[src/logic/issue_pkg.sv]
// --------------------
// issue stage types
// --------------------
`default_nettype none

package issue_pkg;

    // byte distance from slot 0 to slot 1 in a fetch pair
    localparam logic [31:0] PC_STEP = 32'd4;

    // opcodes matched against inst[31:15]
    localparam logic [16:0] OPC_ADD_W   = 17'h00020;
    localparam logic [16:0] OPC_SUB_W   = 17'h00022;
    localparam logic [16:0] OPC_SYSCALL = 17'h00056;
    localparam logic [16:0] OPC_BREAK   = 17'h00054;

    // addi.w, matched against inst[31:22]
    localparam logic [9:0]  OPC_ADDI_W  = 10'h00a;

    // csr class, matched against inst[31:24]
    localparam logic [7:0]  OPC_CSR     = 8'h04;

    typedef enum logic [2:0] {
        OP_NOP     = 3'd0,
        OP_ADD     = 3'd1,
        OP_SUB     = 3'd2,
        OP_ADDI    = 3'd3,
        OP_SYSCALL = 3'd4,
        OP_BRK     = 3'd5,
        OP_CSR     = 3'd6
    } alu_op_t;

    // one decoded instruction
    typedef struct packed {
        logic [31:0] pc;
        alu_op_t     op;
        logic        is_alu;
        logic        is_syscall;
        logic        is_break;
        logic        is_priv;
        logic [4:0]  rd;
        logic [4:0]  rj;
        logic [4:0]  rk;
        logic [31:0] imm;
    } uop_t;

    // instruction pair from fetch, inst1 lives at pc + 4
    typedef struct packed {
        logic [31:0] pc;
        logic [31:0] inst0;
        logic [31:0] inst1;
    } fetch_pair_t;

    // pair handed to register read
    typedef struct packed {
        uop_t slot0;
        uop_t slot1;
        logic valid0;
        logic valid1;
    } issue_pair_t;

endpackage

`default_nettype wire

[src/logic/slot_decoder.sv]
// --------------------
// single slot decoder
// --------------------
`default_nettype none
`timescale 1ns/1ps

module slot_decoder (
    input  logic [31:0]     inst,
    input  logic [31:0]     pc,
    output issue_pkg::uop_t uop
);

    logic [16:0] opc17;
    logic [9:0]  opc10;
    logic [7:0]  opc8;

    assign opc17 = inst[31:15];
    assign opc10 = inst[31:22];
    assign opc8  = inst[31:24];

    always_comb begin
        uop    = '0;
        uop.pc = pc;

        // register fields are taken from the word regardless of opcode
        uop.rd = inst[4:0];
        uop.rj = inst[9:5];
        uop.rk = inst[14:10];

        // the three opcode widths do not overlap, so order is free
        if (opc17 == issue_pkg::OPC_ADD_W) begin
            uop.op     = issue_pkg::OP_ADD;
            uop.is_alu = 1'b1;
        end else if (opc17 == issue_pkg::OPC_SUB_W) begin
            uop.op     = issue_pkg::OP_SUB;
            uop.is_alu = 1'b1;
        end else if (opc17 == issue_pkg::OPC_SYSCALL) begin
            uop.op         = issue_pkg::OP_SYSCALL;
            uop.is_syscall = 1'b1;
        end else if (opc17 == issue_pkg::OPC_BREAK) begin
            uop.op       = issue_pkg::OP_BRK;
            uop.is_break = 1'b1;
        end else if (opc10 == issue_pkg::OPC_ADDI_W) begin
            uop.op     = issue_pkg::OP_ADDI;
            uop.is_alu = 1'b1;
            // si12 immediate
            uop.imm    = {{20{inst[21]}}, inst[21:10]};
        end else if (opc8 == issue_pkg::OPC_CSR) begin
            uop.op      = issue_pkg::OP_CSR;
            uop.is_priv = 1'b1;
        end else begin
            // unknown word stays a nop with no class flag
            uop.op = issue_pkg::OP_NOP;
        end
    end

endmodule

`default_nettype wire

[src/logic/pair_buffer.sv]
// --------------------
// decode/issue register
// --------------------
`default_nettype none
`timescale 1ns/1ps

module pair_buffer (
    input  logic            clk,
    input  logic            rstn,
    input  logic            flush,

    input  logic            in_valid,
    output logic            in_allowin,
    input  issue_pkg::uop_t in_uop0,
    input  issue_pkg::uop_t in_uop1,

    output logic            out_valid,
    input  logic            out_allowin,
    output issue_pkg::uop_t out_uop0,
    output issue_pkg::uop_t out_uop1
);

    logic load;

    // an empty stage always takes a new pair
    assign in_allowin = out_allowin | ~out_valid;
    assign load       = in_allowin & in_valid;

    always_ff @(posedge clk or negedge rstn) begin
        if (!rstn) begin
            out_valid <= 1'b0;
        end else if (flush) begin
            out_valid <= 1'b0;
        end else if (in_allowin) begin
            out_valid <= in_valid;
        end
    end

    // payload only moves on an accepted transfer
    always_ff @(posedge clk) begin
        if (load) begin
            out_uop0 <= in_uop0;
            out_uop1 <= in_uop1;
        end
    end

endmodule

`default_nettype wire

[src/logic/issue_splitter.sv]
// --------------------
// dual issue splitter
// --------------------
`default_nettype none
`timescale 1ns/1ps

module issue_splitter (
    input  logic                   clk,
    input  logic                   rstn,
    input  logic                   flush,

    input  logic                   buf_valid,
    output logic                   buf_allowin,
    input  issue_pkg::uop_t        buf_uop0,
    input  issue_pkg::uop_t        buf_uop1,

    output issue_pkg::issue_pair_t issue,
    output logic                   issue_valid,
    input  logic                   issue_allowin
);

    logic second_half;
    logic both_alu;
    logic raw_hazard;
    logic dual_ok;
    logic issue_fire;

    // slot 1 may not read what slot 0 writes in the same cycle
    assign both_alu   = buf_uop0.is_alu & buf_uop1.is_alu;
    assign raw_hazard = (buf_uop0.rd != 5'd0) &&
                        ((buf_uop0.rd == buf_uop1.rj) || (buf_uop0.rd == buf_uop1.rk));
    assign dual_ok    = both_alu & ~raw_hazard;

    assign issue_valid = buf_valid;
    assign issue_fire  = issue_valid & issue_allowin;

    // the buffer keeps a split pair until its second half leaves
    assign buf_allowin = issue_allowin & (second_half | dual_ok);

    // set after the first half of a split pair goes out
    always_ff @(posedge clk or negedge rstn) begin
        if (!rstn) begin
            second_half <= 1'b0;
        end else if (flush) begin
            second_half <= 1'b0;
        end else if (issue_fire) begin
            if (second_half) begin
                second_half <= 1'b0;
            end else if (!dual_ok) begin
                second_half <= 1'b1;
            end
        end
    end

    always_comb begin
        issue        = '0;
        issue.valid0 = buf_valid;
        if (second_half) begin
            // buffered slot 1 moves down into slot 0
            issue.slot0  = buf_uop1;
            issue.valid1 = 1'b0;
        end else if (dual_ok) begin
            issue.slot0  = buf_uop0;
            issue.slot1  = buf_uop1;
            issue.valid1 = buf_valid;
        end else begin
            // first half of a split, slot 1 stays empty
            issue.slot0  = buf_uop0;
            issue.valid1 = 1'b0;
        end
    end

endmodule

`default_nettype wire

[src/logic/dual_issue_top.sv]
// --------------------
// dual issue front end
// --------------------
`default_nettype none
`timescale 1ns/1ps

module dual_issue_top (
    input  logic                   clk,
    input  logic                   rstn,
    input  logic                   flush,

    input  issue_pkg::fetch_pair_t fetch_pair,
    input  logic                   fetch_valid,
    output logic                   fetch_allowin,

    output issue_pkg::issue_pair_t issue,
    output logic                   issue_valid,
    input  logic                   issue_allowin
);

    logic [31:0]     pc1;
    issue_pkg::uop_t dec_uop0;
    issue_pkg::uop_t dec_uop1;
    issue_pkg::uop_t buf_uop0;
    issue_pkg::uop_t buf_uop1;
    logic            buf_valid;
    logic            buf_allowin;

    // second word of the pair sits one instruction later
    assign pc1 = fetch_pair.pc + issue_pkg::PC_STEP;

    slot_decoder slot_decoder0_inst (
        .inst (fetch_pair.inst0),
        .pc   (fetch_pair.pc),
        .uop  (dec_uop0)
    );

    slot_decoder slot_decoder1_inst (
        .inst (fetch_pair.inst1),
        .pc   (pc1),
        .uop  (dec_uop1)
    );

    pair_buffer pair_buffer_inst (
        .clk         (clk),
        .rstn        (rstn),
        .flush       (flush),
        .in_valid    (fetch_valid),
        .in_allowin  (fetch_allowin),
        .in_uop0     (dec_uop0),
        .in_uop1     (dec_uop1),
        .out_valid   (buf_valid),
        .out_allowin (buf_allowin),
        .out_uop0    (buf_uop0),
        .out_uop1    (buf_uop1)
    );

    issue_splitter issue_splitter_inst (
        .clk           (clk),
        .rstn          (rstn),
        .flush         (flush),
        .buf_valid     (buf_valid),
        .buf_allowin   (buf_allowin),
        .buf_uop0      (buf_uop0),
        .buf_uop1      (buf_uop1),
        .issue         (issue),
        .issue_valid   (issue_valid),
        .issue_allowin (issue_allowin)
    );

endmodule

`default_nettype wire

[config.mk]
export PLATFORM = sky130hd
export DESIGN_NAME = dual_issue_top
export DESIGN_NICKNAME = d
export VERILOG_FILES = /design/src/logic/issue_pkg.sv /design/src/logic/slot_decoder.sv /design/src/logic/pair_buffer.sv /design/src/logic/issue_splitter.sv /design/src/logic/dual_issue_top.sv
export SDC_FILE = /design/constraint.sdc
export NUM_CORES = 1
export LEC_CHECK = 0
export BUFFER_PORTS_ARGS = -buffer_cell sky130_fd_sc_hd__buf_4
export CAP_MARGIN = 40
export CELL_PAD_IN_SITES_DETAIL_PLACEMENT = 0
export CELL_PAD_IN_SITES_GLOBAL_PLACEMENT = 1
export CORE_ASPECT_RATIO = 1.1
export CORE_MARGIN = 2
export CORE_UTILIZATION = 37
export DETAILED_ROUTE_END_ITERATION = 10
export HOLD_SLACK_MARGIN = 0.15
export PLACE_DENSITY_LB_ADDON = 0.08
export SETUP_SLACK_MARGIN = 0.1
export SYNTH_ARGS = -nofsm -noshare
export SYNTH_HDL_FRONTEND = slang
export SYNTH_SLANG_ARGS = --single-unit
[constraint.sdc]
create_clock -name clk -period 7 [get_ports clk]
set_input_delay 0.7 -clock clk [delete_from_list [all_inputs] [get_ports clk]]
set_output_delay 0.7 -clock clk [all_outputs]
set_load 0.05 [all_outputs]
# == After elaboration in Yosys (flattened, before gate mapping) ==
# Index checks and enable logic that the tools add are counted.
# word_totals
register_bits,134
out_inout_bits,176
elab_cells,96
# classes
n_eq_ne,14
reduce_logical,13
n_bitwise,11
n_addsub,1
muxes,33
# ops
operator,count
86-bit 2-to-1 mux,3
17-bit by 6-bit == test with 1-bit output (second input constant),4
17-bit by 7-bit == test with 1-bit output (second input constant),4
32-bit by 3-bit adder with 32-bit output (second input constant),1
3-bit 2-to-1 mux,10
10-bit by 4-bit == test with 1-bit output (second input constant),2
1-bit 2-to-1 mux,20
5-bit OR reduction,4
8-bit by 3-bit == test with 1-bit output (second input constant),2
5-bit == test,2
3-bit OR reduction,2
1-bit AND,5
5-bit nonzero test,1
1-bit inverter,4
2-bit nonzero test,2
2-bit OR reduction,2
1-bit bitwise OR,2
1-bit logical AND,1
1-bit logical OR,1

# == Depth between registers and ports, before layout ==
# logic_depth
ltp_word,10
mapped_depth,7

# == Hierarchy ==
# From an unflattened synthesis, not the netlist that was laid out.
# unflattened
hier_cells,676
hier_area_um2,9121.2
# by_module_without_submodules
module,cells_per_inst,instances,seq_area_each_um2,area_each_um2
pair_buffer,177,1,5190.0,5225.0
issue_splitter,218,1,25.0,1835.5
slot_decoder,102,2,0.0,760.7
dual_issue_top,77,1,0.0,539.3

# == Worst setup path before layout ==
# OpenSTA, ideal clock, no wires.
# synth_timing
path_type,reg-to-reg
start,reg pair_buffer_inst.out_uop0[42] in the netlist's numbering
end,"reg pair_buffer_inst.out_uop0[0] in the netlist's numbering, enable pin"
required_time_ps,6497
path_buffers,0
slack_ps,799
synth_period_minus_slack_ps,6201
arrival_time_ps,5698
path_stages_with_launch,6
setup_time_ps,503
path_cell_list,edfxtp_1 -> or4_1 -> nor2_2 -> nor4_2 -> o311ai_1 -> and2_1
# synth_between
elab_chain_cells,9
# synth_lines
item,line_no,source
from (decl),pair_buffer.sv:19,"output issue_pkg::uop_t out_uop0,"
from (signal assigned),pair_buffer.sv:42,out_uop0 <= in_uop0;
5-bit == test,issue_splitter.sv:31,((buf_uop0.rd == buf_uop1.rj) || (buf_uop0.rd == buf_uop1.rk));
1-bit logical OR,issue_splitter.sv:31,
1-bit logical AND *,issue_splitter.sv:30,assign raw_hazard = (buf_uop0.rd != 5'd0) &&
1-bit inverter *,issue_splitter.sv:32,assign dual_ok = both_alu & ~raw_hazard;
1-bit AND *,issue_splitter.sv:32,
1-bit bitwise OR *,issue_splitter.sv:38,assign buf_allowin = issue_allowin & (second_half | dual_ok);
1-bit AND *,issue_splitter.sv:38,
1-bit bitwise OR *,pair_buffer.sv:26,assign in_allowin = out_allowin | ~out_valid;
named net fetch_allowin,dual_issue_top.sv:14,"output logic fetch_allowin,"
1-bit AND *,pair_buffer.sv:27,assign load = in_allowin & in_valid;
named net pair_buffer_inst.load,pair_buffer.sv:23,logic load;
# Mark *: on every way through the listed nets, which the timed path passes. The rest lies on a longest branch.
# A chain may end at the register's enable or synchronous reset.

# == Worst setup path after layout ==
# layout_timing
start,reg pair_buffer_inst.out_uop0[42] in the netlist's numbering
end,"reg pair_buffer_inst.out_uop0[66] in the netlist's numbering, enable pin"
# layout_between
elab_chain_cells,9
# layout_lines
item,line_no
5-bit == test,issue_splitter.sv:31
1-bit logical OR,issue_splitter.sv:31
1-bit logical AND *,issue_splitter.sv:30
1-bit inverter *,issue_splitter.sv:32
1-bit AND *,issue_splitter.sv:32
1-bit bitwise OR *,issue_splitter.sv:38
1-bit AND *,issue_splitter.sv:38
1-bit bitwise OR *,pair_buffer.sv:26
1-bit AND *,pair_buffer.sv:27
named net pair_buffer_inst.load,pair_buffer.sv:23
# Marks and branches as above.

==> flow_summary.json <==
{
  "outcome": "finished, final reports clean",
  "top_layer": "met4",
  "setup_viol": 0,
  "ys_seq_elements": 132,
  "arrival_ns": 3.80,
  "dieArea_um2": 18900,
  "power_leakage_nw": 3.85,
  "slew-limit-headroom": 0.389,
  "wl_met3_um": 1270,
  "yosysTopAreaCell": "edfxtp_1",
  "setup_tns_ns": 0,
  "n_antenna_cell": 0,
  "hold_violations": 0,
  "numCtsBuffers": 17,
  "synthTopCellsByArea": "edfxtp_1, mux2_2, and2_1",
  "fillers": 1631,
  "syn-cell-area_um2": 6610,
  "core_area_um2": 17600,
  "grt_overflow": 0,
  "grt_pass1_vias": 4691,
  "cp.required_ns": 7.04,
  "row_count": 51,
  "ctsResizeCount": 0,
  "hold_path_class": "input pin to flip-flop",
  "path_cells": "or4_1 > nor2_2 > nor4_2 > o311ai_1 > and2_4 > buf_4",
  "slowest_stage": "buf_4",
  "layout_common_cells": "buf_4, edfxtp_1, and2_1",
  "htreeDepth": 4,
  "critical_path.startpoint_type": "flip-flop",
  "wl_met1_um": 6490,
  "period_share": 0.538,
  "clk_latency_ns": 0.41,
  "regArea_um2": 3960,
  "cts_tree": "built",
  "worst_slew_pin_slew_ns": 0.917,
  "start_util": 0.375,
  "drcViolationCount": 0,
  "routed-wl-met2_um": 8630,
  "cp_num_cells": 6,
  "holdPathStages": 2,
  "io_pins": 277,
  "clockBufferDepth": 2,
  "utilization": 0.526,
  "synthCells": 499,
  "rsz0062_at_grt": "false",
  "grt_pass1_wl_um": 25300,
  "place.gp.congestion": 0.777,
  "synth_top_area_frac": 0.591,
  "max_cap_violations": 0,
  "die_h_um": 144,
  "track_usage": 0.175,
  "dp.final_hpwl_um": 12400,
  "drt_wl_total_um": 16700,
  "yosys.cell_types.count": 39,
  "slew_viol_final": 0,
  "final_nets": 840,
  "crit_family": "simple AND/OR/NAND/NOR gates",
  "cts_sinks": 132,
  "multi_input_comb_area_um2": 2220,
  "antenna_found_initial": 0,
  "post-route-min-period_ns": 3.76,
  "yosys_warnings": 0,
  "path_max_fanout": 72,
  "cpPeakStageDelay_ns": 0.83,
  "clock.fmax_ghz": 0.266,
  "avgSynthCellArea_um2": 13.2,
  "cts_root_buf": "clkbuf_16",
  "portBuffers": 276,
  "cts.clk_slew.worst_paths_ns": 0.06,
  "synth_nets": 601,
  "critPathBufInv": 1,
  "ant_nets": 0,
  "detailroute.via_count": 4608,
  "ys_seq_area_frac": 0.598,
  "final_common_cell": "buf_4",
  "power_density_nw_per_um2": 252,
  "vias_per_cell": 4.66,
  "first_pass_iters": 4,
  "grt_start_max_net_pins": 73,
  "worst-r2r-cell-count": 6,
  "peakVddDrop_mv": 0.161,
  "dieWidth_um": 131,
  "critical_path_class": "flip-flop to flip-flop",
  "crit_path_end_kind": "flip-flop",
  "clock_skew_ns": 0.00713,
  "wl_per_cell_um": 16.9,
  "layout-drive-gt1-share": 0.511,
  "dr.first_iter.drc_count": 224,
  "syn_to_final_growth_pct": 40.2
}
[worst reg2reg max path, cell delays in order, from the launching register on]
cell and delay, ns:
edfxtp_1 0.45, or4_1 0.57, nor2_2 0.15, nor4_2 0.09, o311ai_1 0.46, and2_4 0.74
buf_4 0.87
[report_power, final]
group          total [mW]  switching, mW  internal, mW
Sequential          0.948         0.0237         0.924
Combinational       0.455          0.301         0.155
Clock               0.936          0.336         0.600
[synth_stat cells, drive strengths merged]
library cell and count:
nand4 6, nand2 24, nand2b 1, inv 10, xor2 12, o211ai 1
nor2 19, and4 3, and3 3, clkbuf 12, or4 5, nand4b 2
buf 49, or2 2, or4b 1, nor4 7, o21bai 1, o31ai 1
dfrtp 2, a21oi 3, nor3b 1, a311o 1, a21o 2, nand3 13
xnor2 26, o311ai 1, edfxtp 130, ha 1, mux2 64, and2 92
nor4b 1, nor3 3
[layer usage]
layer,up-vias,GRT usage
li1,2210,-
met1,2192,0.195
met2,184,0.309
met3,22,0.0613
met4,0,0.0721
met5,-,0
[metrics by stage]
| stage | hold slack [ns] | setup slack, ns | std cells | total power [mW] | cell area [um^2] |
|---|---|---|---|---|---|
| 6_report | 0.442 | 3.24 | 989 | 2.34 | 9270 |
| 5_1_grt | 0.421 | 3.00 | 989 | 2.42 | 9270 |
| 4_1_cts | 0.421 | 3.16 | 989 | 2.37 | 9270 |
| 3_5_place_dp | 0.484 | 3.22 | 956 | 1.42 | 8630 |
| 3_3_place_gp | 0.484 | 3.39 | 954 | 1.42 | 8600 |
| 2_1_floorplan | 0.404 | 0.799 | 499 | 1.27 | 6610 |
[path summary, 6_finish.rpt]
path                                                         start  slack [ns]                                          end
setup reg to reg           pair_buffer_inst.out_uop0[42]$_DFFE_PP_        3.24      pair_buffer_inst.out_uop0[66]$_DFFE_PP_
hold reg to reg             pair_buffer_inst.out_valid$_DFFE_PN0P_        0.67  issue_splitter_inst.second_half$_DFFE_PN0P_
max in group asynchronous                                     rstn        6.29  issue_splitter_inst.second_half$_DFFE_PN0P_
setup / recovery           pair_buffer_inst.out_uop0[42]$_DFFE_PP_        3.24      pair_buffer_inst.out_uop0[66]$_DFFE_PP_
min in group asynchronous                                     rstn        0.60       pair_buffer_inst.out_valid$_DFFE_PN0P_
hold / removal                                               flush        0.44  issue_splitter_inst.second_half$_DFFE_PN0P_
[repair_timing]
action,CTS,global route
hold buffers,1,0
hold endpoints to repair,2,0
buffers inserted,0,0
[cell type report]
| type | count | share of cell area |
|---|---|---|
| clock buffer | 18 | 0.0463 |
| sequential | 132 | 0.427 |
| clock inverter | 14 | 0.0219 |
| multi-input combinational | 296 | 0.239 |
| timing repair buffer | 281 | 0.229 |
| inverter | 10 | 0.00405 |
| tap | 238 | 0.0321 |
[sequential cells by signal (all words and copies together), names as in the netlist]
register,cells
pair_buffer_inst.out_uop1,66
pair_buffer_inst.out_valid,1
pair_buffer_inst.out_uop0,64
issue_splitter_inst.second_half,1
[kinds of logic after synthesis]
group / after synthesis / share of synthesized area
AO/OA/AOI/OAI: 10 / 0.0108
AND/OR/NAND/NOR: 183 / 0.162
buffers and inverters: 71 / 0.0672
flip-flops: 132 / 0.598
multiplexers: 64 / 0.109
adder cells (fa/ha/maj): 1 / 0.00189
XOR/XNOR: 38 / 0.0504
No activity file was read; power rests on OpenSTA's default activity.
